[src/verilog/dcache_pkg.sv]
////////////////////////////////////////////////////////////
// dcache shared definitions
// widths and line layout of the 2-way data cache, the miss
// FSM state encoding and the address field helpers
////////////////////////////////////////////////////////////
package dcache_pkg;

    localparam int addr_w        = 32;  // address and data width
    localparam int way_num       = 2;   // fixed, lru is a single bit
    localparam int line_word_num = 4;   // 16 byte lines
    localparam int offset_w      = 4;   // byte offset within a line
    localparam int word_sel_w    = $clog2(line_word_num);
    localparam int byte_sel_w    = $clog2(addr_w / 8);

    typedef logic [line_word_num*addr_w-1:0] line_t;  // word 0 in the low bits
    typedef logic [addr_w-1:0]               word_t;
    typedef logic [addr_w/8-1:0]             strb_t;  // one bit per byte lane
    typedef logic [way_num-1:0]              way_vec_t;

    // miss sequence, clean victims go straight to miss_clean
    typedef enum logic [2:0] {
        lookup,
        miss_dirty,   // write-back request out
        write_back,   // waiting for the write to finish
        miss_clean,   // refill request out
        refill,       // waiting for the line
        refill_done   // line written, request completes here
    } miss_state_t;

    // offset is whatever is left below index and tag
    function automatic logic [offset_w-1:0] get_offset(
        input logic [addr_w-1:0] addr,
        input int unsigned       index_w,
        input int unsigned       tag_w
    );
        word_t mask;
        mask = (word_t'(1) << (addr_w - index_w - tag_w)) - word_t'(1);
        return offset_w'(addr & mask);
    endfunction

    // word number inside the line
    function automatic logic [word_sel_w-1:0] get_word_sel(
        input logic [addr_w-1:0] addr,
        input int unsigned       index_w,
        input int unsigned       tag_w
    );
        return word_sel_w'(get_offset(addr, index_w, tag_w) >> byte_sel_w);
    endfunction

endpackage
[src/verilog/dcache_lru.sv]
`timescale 1ns/1ps
////////////////////////////////////////////////////////////
// dcache lru
// one bit per set naming the least recently used way
////////////////////////////////////////////////////////////
module dcache_lru #(
    parameter int set_num = 256
) (
    input  logic                       clk,
    input  logic                       rst_n,
    input  logic                       touch,
    input  dcache_pkg::way_vec_t       hit,    // accessed way, one-hot
    input  logic [$clog2(set_num)-1:0] index,
    output logic                       lru_way
);
    import dcache_pkg::*;

    logic [set_num-1:0] lru_q;  // 0 -> way 0 is the victim

    always_ff @(posedge clk or negedge rst_n) begin
        if (!rst_n) begin
            lru_q <= '0;
        end else if (touch) begin
            if (hit[0]) begin
                lru_q[index] <= 1'b1;  // point away from way 0
            end else if (hit[way_num-1]) begin
                lru_q[index] <= 1'b0;
            end
        end
    end

    assign lru_way = lru_q[index];

endmodule

[config.mk]
export PLATFORM = sky130hd
export DESIGN_NAME = dcache_lru
export DESIGN_NICKNAME = d
export VERILOG_FILES = /design/src/verilog/dcache_pkg.sv /design/src/verilog/dcache_lru.sv
export SDC_FILE = /design/constraint.sdc
export NUM_CORES = 1
export LEC_CHECK = 0
export ABC_CLOCK_PERIOD_IN_PS = 2900
export CORE_MARGIN = 4
export CORE_UTILIZATION = 40
export DETAILED_ROUTE_END_ITERATION = 7
export DONT_BUFFER_PORTS = 1
export PLACE_DENSITY = 0.55
export SLEW_MARGIN = 15
export SYNTH_ARGS = -nofsm -noshare
export SYNTH_HDL_FRONTEND = slang
export SYNTH_SLANG_ARGS = --single-unit
[constraint.sdc]
create_clock -name clk -period 2.9 [get_ports clk]
set_clock_uncertainty 0.2 [all_clocks]
set_input_delay 0.58 -clock clk [delete_from_list [all_inputs] [get_ports clk]]
set_output_delay 0.58 -clock clk [all_outputs]
set_load 0.005 [all_outputs]
; After elaboration in Yosys (flattened, before gate mapping)
; Cells that the tools add are included.
[word_totals]
ff_bits = 256
inputBits = 13
out_inout_bits = 1
elab_cells = 15
[op_classes]
magnitude_cmp = 2
n_mux = 6
n_bitwise = 3
reduce_logical = 3
[ops]
columns = cell, count
row1 = two-way mux 256 bit, 2
row2 = bitwise AND 256 bit, 1
row3 = NOT 256 bit, 1
row4 = bitwise OR 256 bit, 1
row5 = less-than comparator 8 x 9 -> 1 bit (second input constant), 1
row6 = binary-select mux 1 bit (select 8 bit), 1
row7 = demux 1 bit (select 8 bit), 1
row8 = >= comparator 8 x 1 -> 1 bit (second input constant), 1
row9 = two-way mux 1 bit, 2
row10 = AND reduction 2 bit, 1
row11 = nonzero test 2 bit, 1
row12 = logical AND 1 bit, 1

; Depth between registers and ports, before layout
[depth]
depth_word = 8
mapped_depth = 9
mapped_depth_nobuf = 6

; Worst setup path after synthesis
; Ideal clock, no wire load.
[synth_timing]
path_kind = input to output
from = in index[0]
to = out lru_way
t_arrival_ns = 2.366
required_time_ns = 2.120
path_slack_ns = -0.246
stages = 9
n_path_buf = 3
path_cell_list = buf_6 -> buf_6 -> buf_6 -> mux4_2 -> a22oi_1 -> a21oi_1 -> nor4_1 -> o22ai_1 -> a211o_1
[synth_between]
elab_chain_len = 2
[synth_lines]
columns = element, line_no
row1 = start: declaration, dcache_lru.sv:13  ; input logic [$clog2(set_num)-1:0] index,
row2 = binary-select mux 1 bit (select 8 bit), dcache_lru.sv:32  ; assign lru_way = lru_q[index];
row3 = two-way mux 1 bit (not written as such), dcache_lru.sv:32
row4 = end: declaration, dcache_lru.sv:14  ; output logic lru_way
; Every way passes these cells. The select of a mux whose other input is x is not followed.

==> impl_metrics.prom <==
# TYPE chip_impl_metric gauge
chip_impl_metric{name="via_count",unit=""} 9227
chip_impl_metric{name="clock_tree.htree_level_count",unit=""} 1
chip_impl_metric{name="mappedNetlistNets",unit=""} 1138
chip_impl_metric{name="post_synth_num_cell_types",unit=""} 30
chip_impl_metric{name="first_global_vias",unit=""} 9530
chip_impl_metric{name="post-route-worst-setup-slack",unit="ps"} -470
chip_impl_metric{name="routed_via_density",unit=""} 5.87
chip_impl_metric{name="postSynthAreaPerCell",unit="sq um"} 11.4
chip_impl_info{name="hold_path_class",value="in2async"} 1
chip_impl_metric{name="global_route.overflow_total",unit=""} 0
chip_impl_metric{name="post-dp-hpwl",unit="microns"} 22300
chip_impl_metric{name="period_share",unit=""} 1.16
chip_impl_metric{name="power.switching",unit="uW"} 1860
chip_impl_metric{name="synth_largest_type_area_fraction",unit=""} 0.501
chip_impl_metric{name="finalWorstPathRequiredPeriod",unit="ps"} 3370
chip_impl_metric{name="numClockSinks",unit=""} 256
chip_impl_metric{name="fin_worst_hold_slack",unit="ps"} -480
chip_impl_metric{name="post_synth_inst_count",unit=""} 1125
chip_impl_info{name="violations",value="hold timing, setup timing"} 1
chip_impl_info{name="timing_worst_setup_path_type",value="reg2out"} 1
chip_impl_metric{name="fmax",unit="MHz"} 297
chip_impl_metric{name="drive_above_1_share",unit=""} 0.348
chip_impl_metric{name="globalRouteTotalUtil",unit=""} 0.227
chip_impl_metric{name="initialDrtViolationCount",unit=""} 944
chip_impl_metric{name="seq_area_frac_synth",unit=""} 0.501
chip_impl_metric{name="leakage",unit="uW"} 0.00672
chip_impl_metric{name="worst-endpoint-arrival",unit="ps"} 2590
chip_impl_metric{name="synthesis.area",unit="sq mm"} 0.0128
chip_impl_info{name="root_buffer",value="clkbuf_16"} 1
chip_impl_metric{name="max-clock-path-buffers",unit=""} 3
chip_impl_metric{name="dieHeight",unit="microns"} 187
chip_impl_metric{name="reg2regPathDepth",unit=""} 1
chip_impl_metric{name="flow.area_growth_from_synthesis",unit="%"} 15.7
chip_impl_metric{name="n_fill_cell",unit=""} 2841
chip_impl_metric{name="power.share.switching",unit=""} 0.230
chip_impl_info{name="setup.worst_path.start_class",value="flip-flop"} 1
chip_impl_metric{name="fp.dieArea",unit="sq mm"} 0.0349
chip_impl_metric{name="diodes",unit=""} 0
chip_impl_metric{name="postRouteWirelength",unit="microns"} 39900
chip_impl_info{name="cts_tree",value="done"} 1
chip_impl_metric{name="detail_route.first_pass.iterations",unit=""} 5
chip_impl_metric{name="port_buffers",unit=""} 0
chip_impl_metric{name="slew_violations",unit=""} 0
chip_impl_metric{name="cap_viol_max_count",unit=""} 0
chip_impl_metric{name="design.final.nets",unit=""} 1161
chip_impl_info{name="synthTopCellsByArea",value="dfrtp_1 (50%), mux2_2 (17%), mux4_2 (11%)"} 1
chip_impl_metric{name="p_comb_frac",unit=""} 0.070
chip_impl_metric{name="global_route_wire_length_before_repair",unit="microns"} 61400
chip_impl_metric{name="final_hold_viol_count",unit=""} 256
chip_impl_metric{name="crit_path_max_fanout",unit=""} 2
chip_impl_metric{name="finalPower",unit="uW"} 8080
chip_impl_metric{name="core_box_area",unit="sq mm"} 0.0316
chip_impl_metric{name="grt_start_max_net_pins",unit=""} 257
chip_impl_metric{name="grt_antenna_before_repair",unit=""} 0
chip_impl_metric{name="pwr_density_cell",unit="mW/mm^2"} 547
chip_impl_metric{name="clock_power_share",unit=""} 0.462
chip_impl_metric{name="tritoncts.num_buffers",unit=""} 30
chip_impl_metric{name="timing.critical_path.required",unit="ps"} 2120
chip_impl_metric{name="clock_latency",unit="ps"} 550
chip_impl_info{name="synthDominantAreaCellType",value="dfrtp_1"} 1
chip_impl_metric{name="floorplan.die.width",unit="microns"} 187
chip_impl_info{name="grt_setup_unrepaired",value="yes"} 1
chip_impl_metric{name="finish.cell_count_without_fillers",unit=""} 1571
chip_impl_metric{name="power.sequential.fraction",unit=""} 0.468
chip_impl_metric{name="postLayoutCellArea",unit="sq mm"} 0.0148
chip_impl_metric{name="placed_cells",unit=""} 1511
chip_impl_metric{name="p_int",unit="uW"} 6220
chip_impl_metric{name="worst_voltage_drop_across_the_vdd_grid",unit="uV"} 470
chip_impl_info{name="worst_setup_path_end_kind",value="output pin"} 1
chip_impl_metric{name="yosysWarningCount",unit=""} 0
chip_impl_metric{name="cts.reportedPaths.clkPinSlew",unit="ps"} 60
chip_impl_metric{name="report.final.setup_viol",unit=""} 1
chip_impl_metric{name="route.detailed.drc",unit=""} 0
chip_impl_metric{name="max_slew.worst_pin.slew",unit="ps"} 1230
chip_impl_metric{name="ant_nets",unit=""} 0
chip_impl_metric{name="start_util",unit=""} 0.405
chip_impl_metric{name="timing.slew.headroom",unit=""} 0.180
chip_impl_metric{name="post_dp_cell_area",unit="sq mm"} 0.0136
chip_impl_info{name="outcome",value="finished with violations"} 1
chip_impl_metric{name="cts_hold_repair.buffers",unit=""} 7
chip_impl_metric{name="avgRoutedWirePerCell",unit="microns"} 25.4
chip_impl_metric{name="gp_congestion",unit=""} 0.808
chip_impl_metric{name="synth_seq_cells",unit=""} 256
chip_impl_metric{name="num_rows",unit=""} 65
chip_impl_metric{name="io-pin-count",unit=""} 14
-- layer usage --
layer / global-route usage / up-vias / part of all wire
met1: 0.324 / 4812 / 0.43
met3: 0.0412 / 87 / 0.068
met2: 0.360 / 321 / 0.47
met5: 0 / - / 0
li1: - / 4007 / -
met4: 0.0654 / 0 / 0.031
-- cell families (layout without fill, tap and decap cells) --
| kind of cell | after synthesis | after routing | synth area share |
|---|---|---|---|
| AO/OA/AOI/OAI | 117 | 117 | 0.0535 |
| buffers and inverters | 94 | 138 | 0.0317 |
| flip-flops | 256 | 256 | 0.501 |
| multiplexers | 256 | 256 | 0.282 |
| AND/OR/NAND/NOR | 402 | 402 | 0.132 |
-- cells in the final DEF (no fill, tap or decap), drive strengths merged --
cell,count
a211o,1
o21ai,65
nor3,8
buf,82
nor4,3
nor2b,6
nand2,157
nand3,68
bufinv,1
o2111a,1
a21boi,3
o22ai,1
nor2,148
nand2b,6
a22oi,32
nor3b,1
and2,3
mux2,192
mux4,64
or4,1
dfrtp,256
clkinv,2
clkinvlp,1
dlygate4sd3,3
or3,1
a21oi,14
clkbuf,49
-- worst max-delay path, stage by stage, from the launching register on --
cell and delay, ps:
dfrtp_1 390, mux4_2 490, a22oi_2 210, a21oi_1 120, nor4_2 290, buf_4 180, o22ai_4 70, a211o_1 290
-- Yosys cell counts --
cell,instances
mux2_1,2
a21boi_0,2
nor3b_1,1
nor3_1,7
buf_2,12
and2_1,3
o22ai_1,1
a21boi_1,1
nand2_1,157
nor2_2,3
o2111a_1,1
clkbuf_1,73
buf_6,4
nor2b_1,6
nand2b_1,6
or4_1,1
a22oi_1,32
a21oi_1,14
o21ai_0,65
mux4_2,64
buf_4,2
buf_1,3
nand3_1,68
a211o_1,1
dfrtp_1,256
mux2_2,190
or3_4,1
nor2_1,145
nor3_4,1
nor4_1,3
-- repair_timing --
item / 4_1_cts / 5_1_grt
hold endpoints to repair: 344 / 256
pin swaps: 8 / 9
setup buffers: 0 / 0
gates resized for setup: 14 / 8
setup endpoints to repair: 1 / 1
-- power by group through the flow --
stage / Combinational [uW] / Sequential, uW / Clock (uW)
6_report: 569 / 3780 / 3730
5_1_grt: 601 / 3790 / 3950
4_1_cts: 563 / 3780 / 3800
3_5_place_dp: 467 / 3840 / 0
3_3_place_gp: 459 / 3840 / 0
2_1_floorplan: 406 / 3820 / 0
-- path summary, 6_finish.rpt --
path,end,startpoint,slack [ps]
worst max-delay path,lru_way,flip-flop,-470
worst min-delay path,asynchronous set/reset pin,rst_n,-480
worst max register to register,flip-flop,flip-flop,1920
worst min register to register,flip-flop,flip-flop,290
max in group asynchronous,asynchronous set/reset pin,rst_n,2560
min in group clk,flip-flop,index[7],170
-- metrics by stage --
stage,util,TNS (ps),worst slack [ps],hold slack [ps]
floorplan,-,-214,-214,84.4
global route,0.469,-513,-513,-500
finish,0.469,-470,-470,-480
detailed placement,0.430,-3150,-217,91.7
global placement,0.430,-2700,-284,90.9
CTS,0.467,-510,-510,-488
-- area by class of cell --
type                       count  area, sq um  area share
clock inverter                 4         47.5     0.00322
sequential                   256         6410       0.433
clock buffer                  49          923      0.0625
timing repair buffer          85          811      0.0548
tap                          402          503      0.0340
multi-input combinational    775         6090       0.412
Note: power is estimated with default switching activity, not from simulation.
