--- config.mk ---
export PLATFORM = sky130hd
export DESIGN_NAME = dcache_ctrl_flat
export DESIGN_NICKNAME = d
export VERILOG_FILES = /design/src/verilog/dcache_pkg.sv /design/src/verilog/dcache_array_if.sv /design/src/verilog/dcache_ctrl.sv /design/src/flat_wrapper.sv
export SDC_FILE = /design/constraint.sdc
export NUM_CORES = 1
export LEC_CHECK = 0
export ABC_CLOCK_PERIOD_IN_PS = 6000
export BUFFER_PORTS_ARGS = -buffer_cell sky130_fd_sc_hd__buf_2
export CAP_MARGIN = 15
export CELL_PAD_IN_SITES_DETAIL_PLACEMENT = 1
export CELL_PAD_IN_SITES_GLOBAL_PLACEMENT = 2
export CORE_AREA = 2 2 310 312
export DETAILED_ROUTE_END_ITERATION = 6
export DIE_AREA = 0 0 312 314
export GPL_TIMING_DRIVEN = 0
export PLACE_DENSITY = 0.42
export SYNTH_ARGS = -nofsm -noshare
export SYNTH_HDL_FRONTEND = slang
export SYNTH_SLANG_ARGS = --single-unit
export TNS_END_PERCENT = 10
--- constraint.sdc ---
create_clock -name clk -period 6 [get_ports clk]
set_input_delay 0.3 -clock clk [delete_from_list [all_inputs] [get_ports clk]]
set_output_delay 0.3 -clock clk [all_outputs]
set_load 0.005 [all_outputs]
--- src/verilog/dcache_pkg.sv ---
////////////////////////////////////////////////////////////
// dcache shared definitions
// widths and line layout of the 2-way data cache, the miss
// FSM state encoding and the address field helpers
////////////////////////////////////////////////////////////
package dcache_pkg;

    localparam int addr_w        = 32;  // address and data width
    localparam int way_num       = 2;   // fixed, lru is a single bit
    localparam int line_word_num = 4;   // 16 byte lines
    localparam int offset_w      = 4;   // byte offset within a line
    localparam int word_sel_w    = $clog2(line_word_num);
    localparam int byte_sel_w    = $clog2(addr_w / 8);

    typedef logic [line_word_num*addr_w-1:0] line_t;  // word 0 in the low bits
    typedef logic [addr_w-1:0]               word_t;
    typedef logic [addr_w/8-1:0]             strb_t;  // one bit per byte lane
    typedef logic [way_num-1:0]              way_vec_t;

    // miss sequence, clean victims go straight to miss_clean
    typedef enum logic [2:0] {
        lookup,
        miss_dirty,   // write-back request out
        write_back,   // waiting for the write to finish
        miss_clean,   // refill request out
        refill,       // waiting for the line
        refill_done   // line written, request completes here
    } miss_state_t;

    // offset is whatever is left below index and tag
    function automatic logic [offset_w-1:0] get_offset(
        input logic [addr_w-1:0] addr,
        input int unsigned       index_w,
        input int unsigned       tag_w
    );
        word_t mask;
        mask = (word_t'(1) << (addr_w - index_w - tag_w)) - word_t'(1);
        return offset_w'(addr & mask);
    endfunction

    // word number inside the line
    function automatic logic [word_sel_w-1:0] get_word_sel(
        input logic [addr_w-1:0] addr,
        input int unsigned       index_w,
        input int unsigned       tag_w
    );
        return word_sel_w'(get_offset(addr, index_w, tag_w) >> byte_sel_w);
    endfunction

endpackage
--- src/verilog/dcache_array_if.sv ---
`timescale 1ns/1ps
////////////////////////////////////////////////////////////
// dcache array bus
// index, tag, hit and write enables between the control
// and the tag and data arrays
////////////////////////////////////////////////////////////
interface dcache_array_if #(
    parameter int set_num = 256
);
    import dcache_pkg::*;

    localparam int index_w = $clog2(set_num);
    localparam int tag_w   = addr_w - index_w - offset_w;

    logic [index_w-1:0]    rd_index;      // combinational read set
    logic [tag_w-1:0]      cmp_tag;       // also the tag written on refill
    way_vec_t              hit;
    logic [tag_w-1:0]      victim_tag;
    logic                  victim_dirty;
    way_vec_t              refill_way_we;
    logic [index_w-1:0]    wr_index;      // refill or store commit set
    way_vec_t              store_we;
    logic [word_sel_w-1:0] store_word;
    word_t                 store_data;
    line_t                 refill_line;

    modport ctrl (
        output rd_index, cmp_tag, refill_way_we, wr_index,
        output store_we, store_word, store_data, refill_line,
        input  hit, victim_tag, victim_dirty
    );

    modport tag (
        input  rd_index, cmp_tag, refill_way_we, wr_index, store_we,
        output hit, victim_tag, victim_dirty
    );

    modport data (
        input rd_index, refill_way_we, wr_index,
        input store_we, store_word, store_data, refill_line
    );

endinterface

--- src/verilog/dcache_ctrl.sv ---
`timescale 1ns/1ps
////////////////////////////////////////////////////////////
// dcache control
// request register, hit decision, store commit register
// with load bypass, miss FSM and memory request drive
////////////////////////////////////////////////////////////
module dcache_ctrl #(
    parameter int set_num = 256
) (
    input  logic                           clk,
    input  logic                           rst_n,
    input  logic                           req_valid,
    input  logic                           req_op,       // 1 is a store
    input  logic [dcache_pkg::addr_w-1:0]  req_addr,
    input  dcache_pkg::strb_t              req_wstrb,
    input  dcache_pkg::word_t              req_wdata,
    output logic                           busy,
    output logic                           rdata_valid,
    output dcache_pkg::word_t              rdata,
    output logic                           mem_rd_req,
    output logic [dcache_pkg::addr_w-1:0]  mem_rd_addr,
    input  logic                           mem_rd_rdy,
    input  logic                           mem_ret_valid,
    input  dcache_pkg::line_t              mem_ret_data,
    output logic                           mem_wr_req,
    output logic [dcache_pkg::addr_w-1:0]  mem_wr_addr,
    input  logic                           mem_wr_rdy,
    input  logic                           mem_wr_done,
    dcache_array_if.ctrl                   arr,
    input  logic                           lru_way,
    input  dcache_pkg::line_t              line_rdata [dcache_pkg::way_num],
    output logic                           lru_touch,
    output dcache_pkg::way_vec_t           lru_hit,
    output logic [$clog2(set_num)-1:0]     lru_index
);
    import dcache_pkg::*;

    localparam int index_w = $clog2(set_num);
    localparam int tag_w   = addr_w - index_w - offset_w;

    miss_state_t           state_q, state_d;
    logic                  req_valid_q;
    logic                  req_op_q;
    logic [addr_w-1:0]     req_addr_q;
    strb_t                 req_wstrb_q;
    word_t                 req_wdata_q;
    logic [index_w-1:0]    req_index;
    logic [tag_w-1:0]      req_tag;
    logic [word_sel_w-1:0] req_word;
    logic                  store_valid_q;
    way_vec_t              store_way_q;
    logic [index_w-1:0]    store_index_q;
    logic [word_sel_w-1:0] store_word_q;
    word_t                 store_data_q;
    way_vec_t              victim_vec;
    logic                  any_hit, hit_fire, refill_wr, bypass;
    word_t                 hit_word;

    function automatic word_t merge_bytes(input word_t old_w, input word_t new_w,
                                          input strb_t strb);
        word_t res;
        for (int b = 0; b < $bits(strb_t); b++) begin
            res[8*b +: 8] = strb[b] ? new_w[8*b +: 8] : old_w[8*b +: 8];
        end
        return res;
    endfunction

    assign req_index = req_addr_q[offset_w +: index_w];
    assign req_tag   = req_addr_q[addr_w-1 -: tag_w];
    assign req_word  = get_word_sel(req_addr_q, index_w, tag_w);

    // idle lookup reads at the incoming set, otherwise the pending one
    assign arr.rd_index = (state_q == lookup && !req_valid_q) ?
                          req_addr[offset_w +: index_w] : req_index;
    assign arr.cmp_tag  = req_tag;

    assign any_hit  = |arr.hit;
    // refill_done always hits since the line was just written
    assign hit_fire = req_valid_q & any_hit & (state_q == lookup || state_q == refill_done);
    assign busy     = (state_q == lookup) ? (req_valid_q & ~any_hit) : (state_q != refill_done);
    assign rdata_valid = hit_fire & ~req_op_q;

    // uncommitted store to the same word and way
    assign bypass   = store_valid_q && (store_way_q == arr.hit) &&
                      (store_index_q == req_index) && (store_word_q == req_word);
    assign hit_word = bypass ? store_data_q :
                      line_rdata[arr.hit[1]][addr_w*req_word +: addr_w];
    assign rdata    = hit_word;

    assign victim_vec        = way_vec_t'(1) << lru_way;
    assign refill_wr         = (state_q == refill) & mem_ret_valid;
    assign arr.refill_way_we = refill_wr ? victim_vec : '0;
    assign arr.refill_line   = mem_ret_data;
    assign arr.wr_index      = (state_q == refill) ? req_index : store_index_q;
    assign arr.store_we      = store_valid_q ? store_way_q : '0;  // commit one cycle later
    assign arr.store_word    = store_word_q;
    assign arr.store_data    = store_data_q;

    // refill counts as an access to the victim way
    assign lru_touch = hit_fire | refill_wr;
    assign lru_hit   = refill_wr ? victim_vec : arr.hit;
    assign lru_index = req_index;

    assign mem_rd_req  = (state_q == miss_clean);
    assign mem_wr_req  = (state_q == miss_dirty);
    assign mem_rd_addr = {req_tag, req_index, {offset_w{1'b0}}};         // line aligned
    assign mem_wr_addr = {arr.victim_tag, req_index, {offset_w{1'b0}}};

    always_comb begin
        state_d = state_q;
        case (state_q)
            lookup: begin
                if (req_valid_q && !any_hit) begin
                    state_d = arr.victim_dirty ? miss_dirty : miss_clean;
                end
            end
            miss_dirty:  if (mem_wr_rdy) state_d = write_back;
            write_back:  if (mem_wr_done) state_d = miss_clean;
            miss_clean:  if (mem_rd_rdy) state_d = refill;
            refill:      if (mem_ret_valid) state_d = refill_done;
            refill_done: state_d = lookup;
            default:     state_d = lookup;
        endcase
    end

    always_ff @(posedge clk or negedge rst_n) begin
        if (!rst_n) begin
            state_q       <= lookup;
            req_valid_q   <= 1'b0;
            store_valid_q <= 1'b0;
        end else begin
            state_q       <= state_d;
            store_valid_q <= hit_fire & req_op_q;
            if (!busy) begin
                req_valid_q <= req_valid;  // empty slot when nothing is offered
            end
        end
    end

    always_ff @(posedge clk) begin
        if (!busy) begin
            req_op_q    <= req_op;
            req_addr_q  <= req_addr;
            req_wstrb_q <= req_wstrb;
            req_wdata_q <= req_wdata;
        end
        if (hit_fire && req_op_q) begin
            store_way_q   <= arr.hit;
            store_index_q <= req_index;
            store_word_q  <= req_word;
            store_data_q  <= merge_bytes(hit_word, req_wdata_q, req_wstrb_q);
        end
    end

    // the refilled line is found at the pending set and tag
    assert property (@(posedge clk) disable iff (!rst_n) (state_q == refill_done) |-> any_hit);
    // a line lives in one way only
    assert property (@(posedge clk) disable iff (!rst_n) $onehot0(arr.hit));

endmodule

--- src/flat_wrapper.sv ---
// flat-port wrapper written by rule: the top's interface ports become plain ports
module dcache_ctrl_flat import dcache_pkg::*;
#(
    parameter int set_num = 256
)
  (clk, rst_n, req_valid, req_op, req_addr, req_wstrb, req_wdata, busy, rdata_valid, rdata, mem_rd_req, mem_rd_addr, mem_rd_rdy, mem_ret_valid, mem_ret_data, mem_wr_req, mem_wr_addr, mem_wr_rdy, mem_wr_done, lru_way, line_rdata, lru_touch, lru_hit, lru_index, arr_rd_index, arr_cmp_tag, arr_refill_way_we, arr_wr_index, arr_store_we, arr_store_word, arr_store_data, arr_refill_line, arr_hit, arr_victim_tag, arr_victim_dirty);
  dcache_array_if #(.set_num(set_num)) arr_i ();
  input  logic clk;
  input  logic rst_n;
  input  logic req_valid;
  input  logic req_op;
  input  logic [dcache_pkg::addr_w-1:0] req_addr;
  input  dcache_pkg::strb_t req_wstrb;
  input  dcache_pkg::word_t req_wdata;
  output logic busy;
  output logic rdata_valid;
  output dcache_pkg::word_t rdata;
  output logic mem_rd_req;
  output logic [dcache_pkg::addr_w-1:0] mem_rd_addr;
  input  logic mem_rd_rdy;
  input  logic mem_ret_valid;
  input  dcache_pkg::line_t mem_ret_data;
  output logic mem_wr_req;
  output logic [dcache_pkg::addr_w-1:0] mem_wr_addr;
  input  logic mem_wr_rdy;
  input  logic mem_wr_done;
  input  logic lru_way;
  input  dcache_pkg::line_t line_rdata[dcache_pkg::way_num];
  output logic lru_touch;
  output dcache_pkg::way_vec_t lru_hit;
  output logic [$clog2(set_num)-1:0] lru_index;
  output wire logic [$bits(arr_i.rd_index)-1:0] arr_rd_index;
  output wire logic [$bits(arr_i.cmp_tag)-1:0] arr_cmp_tag;
  output wire logic [$bits(arr_i.refill_way_we)-1:0] arr_refill_way_we;
  output wire logic [$bits(arr_i.wr_index)-1:0] arr_wr_index;
  output wire logic [$bits(arr_i.store_we)-1:0] arr_store_we;
  output wire logic [$bits(arr_i.store_word)-1:0] arr_store_word;
  output wire logic [$bits(arr_i.store_data)-1:0] arr_store_data;
  output wire logic [$bits(arr_i.refill_line)-1:0] arr_refill_line;
  input wire logic [$bits(arr_i.hit)-1:0] arr_hit;
  input wire logic [$bits(arr_i.victim_tag)-1:0] arr_victim_tag;
  input wire logic [$bits(arr_i.victim_dirty)-1:0] arr_victim_dirty;
  assign arr_rd_index = arr_i.rd_index;
  assign arr_cmp_tag = arr_i.cmp_tag;
  assign arr_refill_way_we = arr_i.refill_way_we;
  assign arr_wr_index = arr_i.wr_index;
  assign arr_store_we = arr_i.store_we;
  assign arr_store_word = arr_i.store_word;
  assign arr_store_data = arr_i.store_data;
  assign arr_refill_line = arr_i.refill_line;
  assign arr_i.hit = arr_hit;
  assign arr_i.victim_tag = arr_victim_tag;
  assign arr_i.victim_dirty = arr_victim_dirty;
  dcache_ctrl #(.set_num(set_num)) u_core (.clk(clk), .rst_n(rst_n), .req_valid(req_valid), .req_op(req_op), .req_addr(req_addr), .req_wstrb(req_wstrb), .req_wdata(req_wdata), .busy(busy), .rdata_valid(rdata_valid), .rdata(rdata), .mem_rd_req(mem_rd_req), .mem_rd_addr(mem_rd_addr), .mem_rd_rdy(mem_rd_rdy), .mem_ret_valid(mem_ret_valid), .mem_ret_data(mem_ret_data), .mem_wr_req(mem_wr_req), .mem_wr_addr(mem_wr_addr), .mem_wr_rdy(mem_wr_rdy), .mem_wr_done(mem_wr_done), .arr(arr_i), .lru_way(lru_way), .line_rdata(line_rdata), .lru_touch(lru_touch), .lru_hit(lru_hit), .lru_index(lru_index));
endmodule
Word level (Yosys, flattened, before mapping) --
Index checks and enable logic that the tools add are counted.
Storage, ports and cells: bits in registers 118
Cells by class: $lt $le $gt $ge 1, eq/ne operators 14, shift operators 2, muxes and demuxes 21, bitwise gates (word level) 10, reduce and logical (&&, ||, !) cells 12
Operators with widths (count):
- $mux W128 | 3
- $shiftx A128 B8 Y32 | 1
- $mux W8 | 6
- $mux W32 | 1
- $mux W3 | 5
- $pmux W3 S5 | 1
- $eq A8 B8 Y1 | 1
- $mux W2 | 4
- $and A1 B1 Y1 | 6
- $eq A3 B2 Y1 const B | 2
- $eq A3 B3 Y1 const B | 2
- $logic_and A1 B1 Y1 | 6
- $ne A2 B2 Y1 const B | 3
- $reduce_and A5 Y1 | 1
- $eq A2 B2 Y1 | 2
- $ne A2 B1 Y1 const B | 2
- $eq A3 B1 Y1 const B | 1
- $logic_not A3 Y1 | 1
- $ne A3 B3 Y1 const B | 1
- $ge A2 B2 Y1 const B | 1
- $logic_not A1 Y1 | 2
- $not A1 Y1 | 2
- $not A1 Y2 | 1
- $reduce_or A2 Y1 | 1
- 4 further kinds | 4

Depth between registers and ports, before layout --
Gate-level depths: netlist (run 1).
depth after elaboration 7, gate-level depth with buffers 8, depth with buffers taken out 5

Worst setup path before layout (run 1) --
Ideal clock, no wire load.
kind reg2reg, start register u_core.state_q[2], end register u_core.store_data_q[0], in the netlist u_core.arr.store_data[0], enable pin, library setup time 447 ps, arrival 3170 ps, setup slack 2383 ps, cell stages (with the launch flop) 5, buffers on the path 1, period minus slack after synthesis 3617 ps, cell sequence dfrtp_1 -> clkbuf_1 -> xor2_1 -> or4b_1 -> nor2_1
On the way: cells in the longest elaborated chain, start to end 4, elaborated cells on any way between the ends 5, those cells by class 1 x eq/ne; 1 x bitwise; 3 x reduce/logical
RTL lines:
- from (decl) | line dcache_ctrl.sv:41 | miss_state_t state_q, state_d;
- from (signal assigned) | line dcache_ctrl.sv:128 | state_q <= lookup;
- from (signal assigned) | line dcache_ctrl.sv:132 | state_q <= state_d;
- $eq A3 B3 Y1 / $logic_not A3 Y1 (equally long branches) | line dcache_ctrl.sv:79 | assign hit_fire = req_valid_q & any_hit & (state_q == lookup || state_q == refill_done);
- $logic_or A1 B1 Y1 * | line dcache_ctrl.sv:79
- $and A1 B1 Y1 * | line dcache_ctrl.sv:79
- $logic_and A1 B1 Y1 * | line dcache_ctrl.sv:147 | if (hit_fire && req_op_q) begin
- to (signal assigned) | line dcache_ctrl.sv:151 | store_data_q <= merge_bytes(hit_word, req_wdata_q, req_wstrb_q);
- to (decl) | line dcache_ctrl.sv:54 | word_t store_data_q;
Every way passes the cells marked *; elsewhere a longest branch is shown, timed or not. A chain may end at the register's enable or synchronous reset.

Worst setup path after layout (run 1) --
start register u_core.req_addr_q[3], end output rdata[13]
On the way: cells in the longest elaborated chain, start to end 3, elaborated cells on any way between the ends 4, those cells by class 1 x eq/ne; 1 x shift; 1 x mux; 1 x reduce/logical
RTL lines:
- from (decl) | line dcache_ctrl.sv:44 | logic [addr_w-1:0] req_addr_q;
- from (signal assigned) | line dcache_ctrl.sv:143 | req_addr_q <= req_addr;
- parallel branches: the longest is 2 deep, another holds $shiftx A128 B8 Y32
- $mux W32 * | line dcache_ctrl.sv:86 | assign hit_word = bypass ? store_data_q :
- to (decl) | line flat_wrapper.sv:17 | output dcache_pkg::word_t rdata;
Every way passes the cells marked *.

==> impl_metrics.toml, run 1 <==
[job]
drv_cap = 0

[routing]
wl_per_cell_microns = 19.3
drt-initial-drc-count = 152
viasPerCell = 2.98
wl_microns = 50600
post-route-drc-count = 0
drtPass1Iterations = 4
antenna_left = 0
vias = 7806

[floorplanning]
die_h_microns = 314
die_area_sq_um = 98000
rows = 113
core_area_sq_um = 94400
start_util = 0.0902
pin_count = 797
die_width_microns = 312

[final_layout]
synthToLayoutAreaGrowth_pct = 72.4
drive_above_1_share = 0.765
final_util = 0.156
final_area_sq_um = 14700
fillers = 11095
finalNetCount = 1826

[clock_network]
htreeDepth = 4
clockBufferDepth = 2
cts_root_buf = "clkbuf_16"
cts_tree = "built"
path_clk_slew_ns = 0.06
clock-sinks = 116
cts-resized-gates = 0
cts-buffers-inserted = 17
clock_latency_ns = 0.48

[logic_synthesis]
synth_compound_area_frac = 0.0119
synth_top_family_by_area = "multiplexers"
synth.avg_cell_area_sq_um = 14.1
synthesis.area_sq_um = 8520
yosysMostFrequentCell = "buf_4"
synth_area_leaders = "edfxtp_1 39%, buf_4 20%, mux4_2 17%"
yosysWarnings = 0
synthCells = 603
synth_xor_xnor_area_share = 0.0134
ys.flop_type = "edfxtp_1"
synth_edf_count = 111
netlist_top_cells_count = "227 x buf_4, 111 x edfxtp_1, 64 x mux4_2, 46 x mux2_1, 36 x mux2_2"
seq_area_frac_synth = 0.406
async_flop_share = 0.0431
synth_fa_ha_area_frac = 0
synth-simple-area-share = 0.0188
synth.distinct_cells = 37
synth_seq_cells = 116
synth_top_area_frac = 0.391
muxShareOfSynthArea = 0.330
synth_largest_area_cell = "edfxtp_1"

[timing]
setup_viol = 0
fmax_mhz = 253
hold_viol = 0
tightestPinTransition_ns = 1.10
period_needed_ns = 3.95
whs_ns = 0.0666
slew_headroom = 0.269
final_max_slew_viol_count = 0
rsz0062_at_grt = "false"
finClkSkew_ns = 0.0105
fin_crit_sh = 0.659
tns_ns = 0

[worst_setup_path]
path_class = "reg2out"
cp_top_family = "buffers and inverters"
critPathArrivalTime_ns = 3.65
path_depth = 7
critPathSlowestCell = "buf_1"
worst-r2r-cell-count = 7
critPathMaxFanout = 10
setup.worst_path.start_class = "flip-flop"
cp_num_buf_inv = 4
worstPathRequired_ns = 5.70
path_cells = "clkbuf_1 -> buf_16 -> buf_1 -> mux4_2 -> mux2_1 -> mux2_4 -> buf_2"
max_stage_delay_ns = 0.69
end_kind = "output port"

[power_and_ir_drop]
worst_ir_drop_vdd_uv = 153
power_w = 0.00449
power_density_nw_per_um2 = 306
power.leakage_nw = 6.56

[status]
outcome = "completed"

[place]
port_buffers = 638
dp_hpwl_microns = 43900
place_area_sq_um = 13500
routabilityCongestion = 0.839

[global_routing]
antenna_found_initial = 17
first_global_vias = 8612
grt_overflow = 0
gr-usage-all-layers = 0.100
grt_max_degree = 43
grt_pass1_wl_microns = 68100

[hold_path]
worstHoldPathType = "in2reg"
worst_hold_path.num_cells = 1
layout by cell type (no fill, tap or decap), types with 2 or more instances in the layout:
cell type	instances
dlygate4sd3_1	69
nor2_1	5
buf_4	227
buf_6	2
xnor2_1	12
a21o_1	3
clkbuf_16	17
nand2b_1	2
nor3b_1	2
nand4_1	2
and2_1	2
buf_16	2
clkinv_1	6
clkinv_2	4
mux2_4	30
clkinvlp_4	2
edfxtp_1	111
diode_2	3
mux2_1	46
o22ai_1	2
inv_1	3
a21oi_1	6
conb_1	8
mux4_2	64
buf_1	8
clkbuf_1	10
buf_12	5
nand2_1	5
dfrtp_1	5
buf_2	638
mux2_2	36
buf_8	2
worst register-to-register path: stages, from the launching register on:
cell,delay [ns]
edfxtp_1,0.38
clkbuf_1,0.59
buf_16,0.22
clkbuf_1,0.73
mux4_2,0.43
mux2_1,0.39
mux2_4,0.30
mux2_2,0.26
flip-flops by register name (all words and copies together), names as in the netlist:
| name | flops |
|---|---|
| u_core.store_way_q | 2 |
| u_core.req_valid_q | 1 |
| u_core.store_valid_q | 1 |
| u_core.arr.store_word | 2 |
| u_core.arr.store_data | 32 |
| u_core.req_wstrb_q | 4 |
| u_core.store_index_q | 8 |
| u_core.req_addr_q | 30 |
| u_core.req_wdata_q | 32 |
| u_core.state_q | 3 |
| u_core.req_op_q | 1 |
path summary, 6_finish.rpt:
kind                                           startpoint                             endpoint  slack, ns
setup / recovery           u_core.req_addr_q[3]$_DFFE_PN_                            rdata[13]       2.05
hold / removal                               req_addr[27]      u_core.req_addr_q[27]$_DFFE_PN_       0.07
setup reg to reg           u_core.req_addr_q[3]$_DFFE_PN_  u_core.arr.store_data[12]$_DFFE_PP_       2.47
hold reg to reg            u_core.req_addr_q[3]$_DFFE_PN_   u_core.arr.store_word[1]$_DFFE_PP_       0.50
max in group asynchronous                           rst_n       u_core.req_valid_q$_DFFE_PN0N_       5.65
min in group asynchronous                           rst_n        u_core.state_q[2]$_DFFE_PN0P_       0.20
metrics by stage:
step	setup slack, ns	instances
2_1_floorplan	2.38	610
3_3_place_gp	-0.295	2513
3_5_place_dp	2.30	2519
4_1_cts	1.82	2619
5_1_grt	1.78	2621
6_report	2.05	2622
layout make-up:
class / count / area [sq um] / area share
Tap cell: 1265 / 1580 / 0.108
Antenna cell: 3 / 7.51 / 0.000511
Buffer: 250 / 1850 / 0.126
Clock inverter: 14 / 96.3 / 0.00656
Sequential cell: 116 / 3460 / 0.235
Clock buffer: 17 / 425 / 0.0290
Inverter: 4 / 15.0 / 0.00102
Timing Repair Buffer: 713 / 4010 / 0.273
Multi-Input combinational cell: 240 / 3240 / 0.221
timing repair:
item | CTS | global route
buffers inserted | 0 | 0
hold endpoints to repair | 73 | 0
hold buffers | 69 | 0
cell families after synthesis:
kind of cell	Yosys count
buffers and inverters	254
muxes	176
DFF	116
and+or+nand+nor	28
AOI/OAI and AO/OA	15
xor gates and xnor gates	13
other	1
report_power, final:
group          switching [W]  leakage (nW)  internal [W]  total (W)
combinational        0.00105          5.23       0.00116    0.00221
sequential          0.000120          1.08       0.00119    0.00131
clock               0.000415         0.253      0.000551   0.000967
layer usage:
metal | vias to the layer above | GRT usage | share of wire
met5 | - | 0 | 0.00043
met4 | 4 | 0.0317 | 0.022
met3 | 52 | 0.0352 | 0.078
met2 | 448 | 0.179 | 0.52
met1 | 3792 | 0.111 | 0.38
li1 | 3510 | - | -
(Power assumes the default switching activity.)
==> run 2, diff against run 1 <==
Settings changed: ABC_AREA set to 1, ABC_CLOCK_PERIOD_IN_PS 6000 to 4100, CORE_AREA 2 2 310 312 to 2 2 311 313, DIE_AREA 0 0 312 314 to 0 0 313 315, PLACE_DENSITY 0.42 to 0.49.
Clock period 6 ns to 4.1 ns, I/O delays scaled along.
==> run 2 against run 1 <==
Total power increased by 62%. Global-route usage increased by 4.4 points. Synthesized area increased by 10%. First-iteration DRC count increased by 150%. Highest routed layer unchanged. Cell area increased by 6.4%. Worst setup slack got worse by 1.5 ns. Wire length increased by 47%. Utilization increased by 0.77 points. Sequential power increased by 48%. Sequential share of layout area decreased by 1.4 points. Final cell count increased by 26%. Via count increased by 43%.
==> impl_metrics.toml, run 2 <==
[worst_setup_path]
critPathMaxFanout = 10
worstPathRequired_ns = 3.89
timing.rr.start = "u_core.req_addr_q[2]$_DFFE_PN_"
critPathArrivalTime_ns = 3.33
worstSetupStartpoint = "arr_hit[1]"
max_stage_delay_ns = 0.72
critPathMostFrequentCell = "buf_2"
path_cells = "dlygate4sd3_1 -> buf_2 -> buf_6 -> inv_4 -> clkbuf_1 -> o21ai_0 -> nand3_1 -> nand2_1 -> nand2_2 -> and2_1 -> buf_2"
path_class = "in2out"
critPathSlowestCell = "clkbuf_1"
cp_top_family = "buffers and inverters"
end_kind = "output port"
cp_num_buf_inv = 6
setup.worst_path.start_class = "input pin"

[power_and_ir_drop]
worst_ir_drop_vdd_uv = 254
power_density_nw_per_um2 = 465
power.leakage_nw = 7.73

[place]
place_ws_ns = 0.895
port_buffers = 638
routabilityCongestion = 0.936
dp_hpwl_microns = 64800
post-place-cells = 3185
place_area_sq_um = 14300

[logic_synthesis]
synth.avg_cell_area_sq_um = 7.45
netlist_top_cells_count = "221 x buf_4, 211 x nand2_1, 161 x nor2_1, 132 x nand3_1, 126 x inv_1"
synth_seq_cells = 116
synth_area_leaders = "edfxtp_1 35%, buf_4 18%, nand2_1 8.4%"
synth_top_area_frac = 0.355
synth_edf_count = 111
synth_largest_area_cell = "edfxtp_1"
seq_area_frac_synth = 0.368
synth.distinct_cells = 28
async_flop_share = 0.0431
yosysWarnings = 0
synthCells = 1261
yosysMostFrequentCell = "buf_4"
synthesis.area_sq_um = 9400
ys.flop_type = "edfxtp_1"

[floorplanning]
die_h_microns = 315
die_area_sq_um = 98600
pin_count = 797
rows = 114
core_area_sq_um = 95700
start_util = 0.0982
die_width_microns = 313

[routing]
wl_per_cell_microns = 22.6
antenna_left = 0
vias = 11177
viasPerCell = 3.38
wl_microns = 74600
drt-initial-drc-count = 375
post-route-drc-count = 0
drtPass1Iterations = 4

[status]
outcome = "completed"

[clock_network]
clock_latency_ns = 0.44
cts_root_buf = "clkbuf_16"
cts_tree = "built"
path_clk_slew_ns = 0.06
clock-sinks = 116
clockBufferDepth = 2
cts-buffers-inserted = 17
cts-resized-gates = 0
htreeDepth = 4

[timing]
fmax_mhz = 283
hold_viol = 0
tightestPinTransition_ns = 1.12
slew_headroom = 0.255
final_max_slew_viol_count = 0
setup_ws_ns = 0.562
tns_ns = 0
setup_viol = 0
fin_crit_sh = 0.863
whs_ns = 0.0609
period_needed_ns = 3.54
rsz0062_at_grt = "false"
finClkSkew_ns = 0.0163

[job]
drv_cap = 0

[global_routing]
grt_pass1_wl_microns = 97500
grt_max_degree = 53
antenna_found_initial = 35
first_global_vias = 12287
grt_overflow = 0
gr-usage-all-layers = 0.145

[final_layout]
finalNetCount = 2483
final_area_sq_um = 15600
layoutNonFillerInstCount = 3304
synthToLayoutAreaGrowth_pct = 66.4
fillers = 11728
drive_above_1_share = 0.486
multiInputGateArea_sq_um = 3490
mostFrequentLayoutCell = "buf_2"
final_cell_mix = "676 x buf_2, 221 x buf_4, 210 x nand2_1"
seq_area_sq_um = 3460

[hold_path]
worstHoldPathType = "in2reg"
min_from = "mem_ret_valid"
==> run 2: cell types whose count changed in the layout (fill, tap and decap cells not counted), sizes merged, moves of 5 or more <==
cell | previous run | this run
nand2 | 6 | 242
nor2 | 6 | 164
nand3 | 1 | 133
inv | 4 | 131
mux2 | 112 | 0
o21ai | 0 | 84
mux4 | 64 | 0
o211ai | 0 | 59
and2 | 2 | 32
buf | 884 | 911
diode | 3 | 16
xnor2 | 12 | 1
a21oi | 6 | 12
clkbuf | 27 | 32
==> run 2: worst min-delay path: stages <==
cell	delay, ns
buf_2	0.09
or2_1	0.11
nand2_1	0.05
==> run 2: kinds of logic (layout without fill, tap and decap cells) <==
group           after synthesis  in the layout  synth area share
flops                       116            116             0.368
compound gates              156            156            0.0991
other cells                   1             24          0.000399
simple gates                573            573             0.267
buf+inv                     414           1158             0.265
xor+xnor                      1              1          0.000932
==> run 2: layout make-up <==
class / count / area share
clock inverter: 14 / 0.0103
multi-input combinational: 738 / 0.223
sequential: 116 / 0.221
inverter: 130 / 0.0314
timing repair buffer: 712 / 0.254
clock buffer: 18 / 0.0275
buffer: 284 / 0.128
antenna: 16 / 0.00256
tap: 1276 / 0.102
==> run 2: worst paths after layout <==
check	slack [ns]	cells after the start	to
max	0.56	11	rdata[19]
min	0.06	3	u_core.state_q[2]$_DFFE_PN0P_
max reg2reg	1.35	10	u_core.arr.store_data[31]$_DFFE_PP_
min reg2reg	0.44	0	u_core.arr.store_word[0]$_DFFE_PP_
max in group asynchronous	3.84	2	u_core.state_q[1]$_DFFE_PN0P_
min in group asynchronous	0.12	2	u_core.state_q[2]$_DFFE_PN0P_
==> run 2: power breakdown <==
group | internal, W | total, W | switching [W]
combinational | 0.00148 | 0.00376 | 0.00227
clock | 0.000951 | 0.00158 | 0.000631
sequential | 0.00177 | 0.00194 | 0.000166
total | 0.00420 | 0.00727 | 0.00307
==> run 2: stage by stage <==
step	utilization	total power, W
final	0.163	0.00727
after global routing	0.163	0.00786
after CTS	0.163	0.00751
after detailed placement	0.149	0.00581
after global placement	0.148	0.00577
after floorplan	-	0.00383
==> run 2: timing repair <==
action,in CTS,in global routing
hold buffers,71,0
hold endpoints to repair,75,0
buffers inserted,0,0
==> run 2: per-layer routing <==
metal / wire (microns) / part of all wire / GRT usage
met4: 2150 / 0.029 / 0.0495
met2: 39300 / 0.53 / 0.271
met3: 5150 / 0.069 / 0.0376
met1: 28000 / 0.38 / 0.156
met5: 58 / 0.00078 / 0
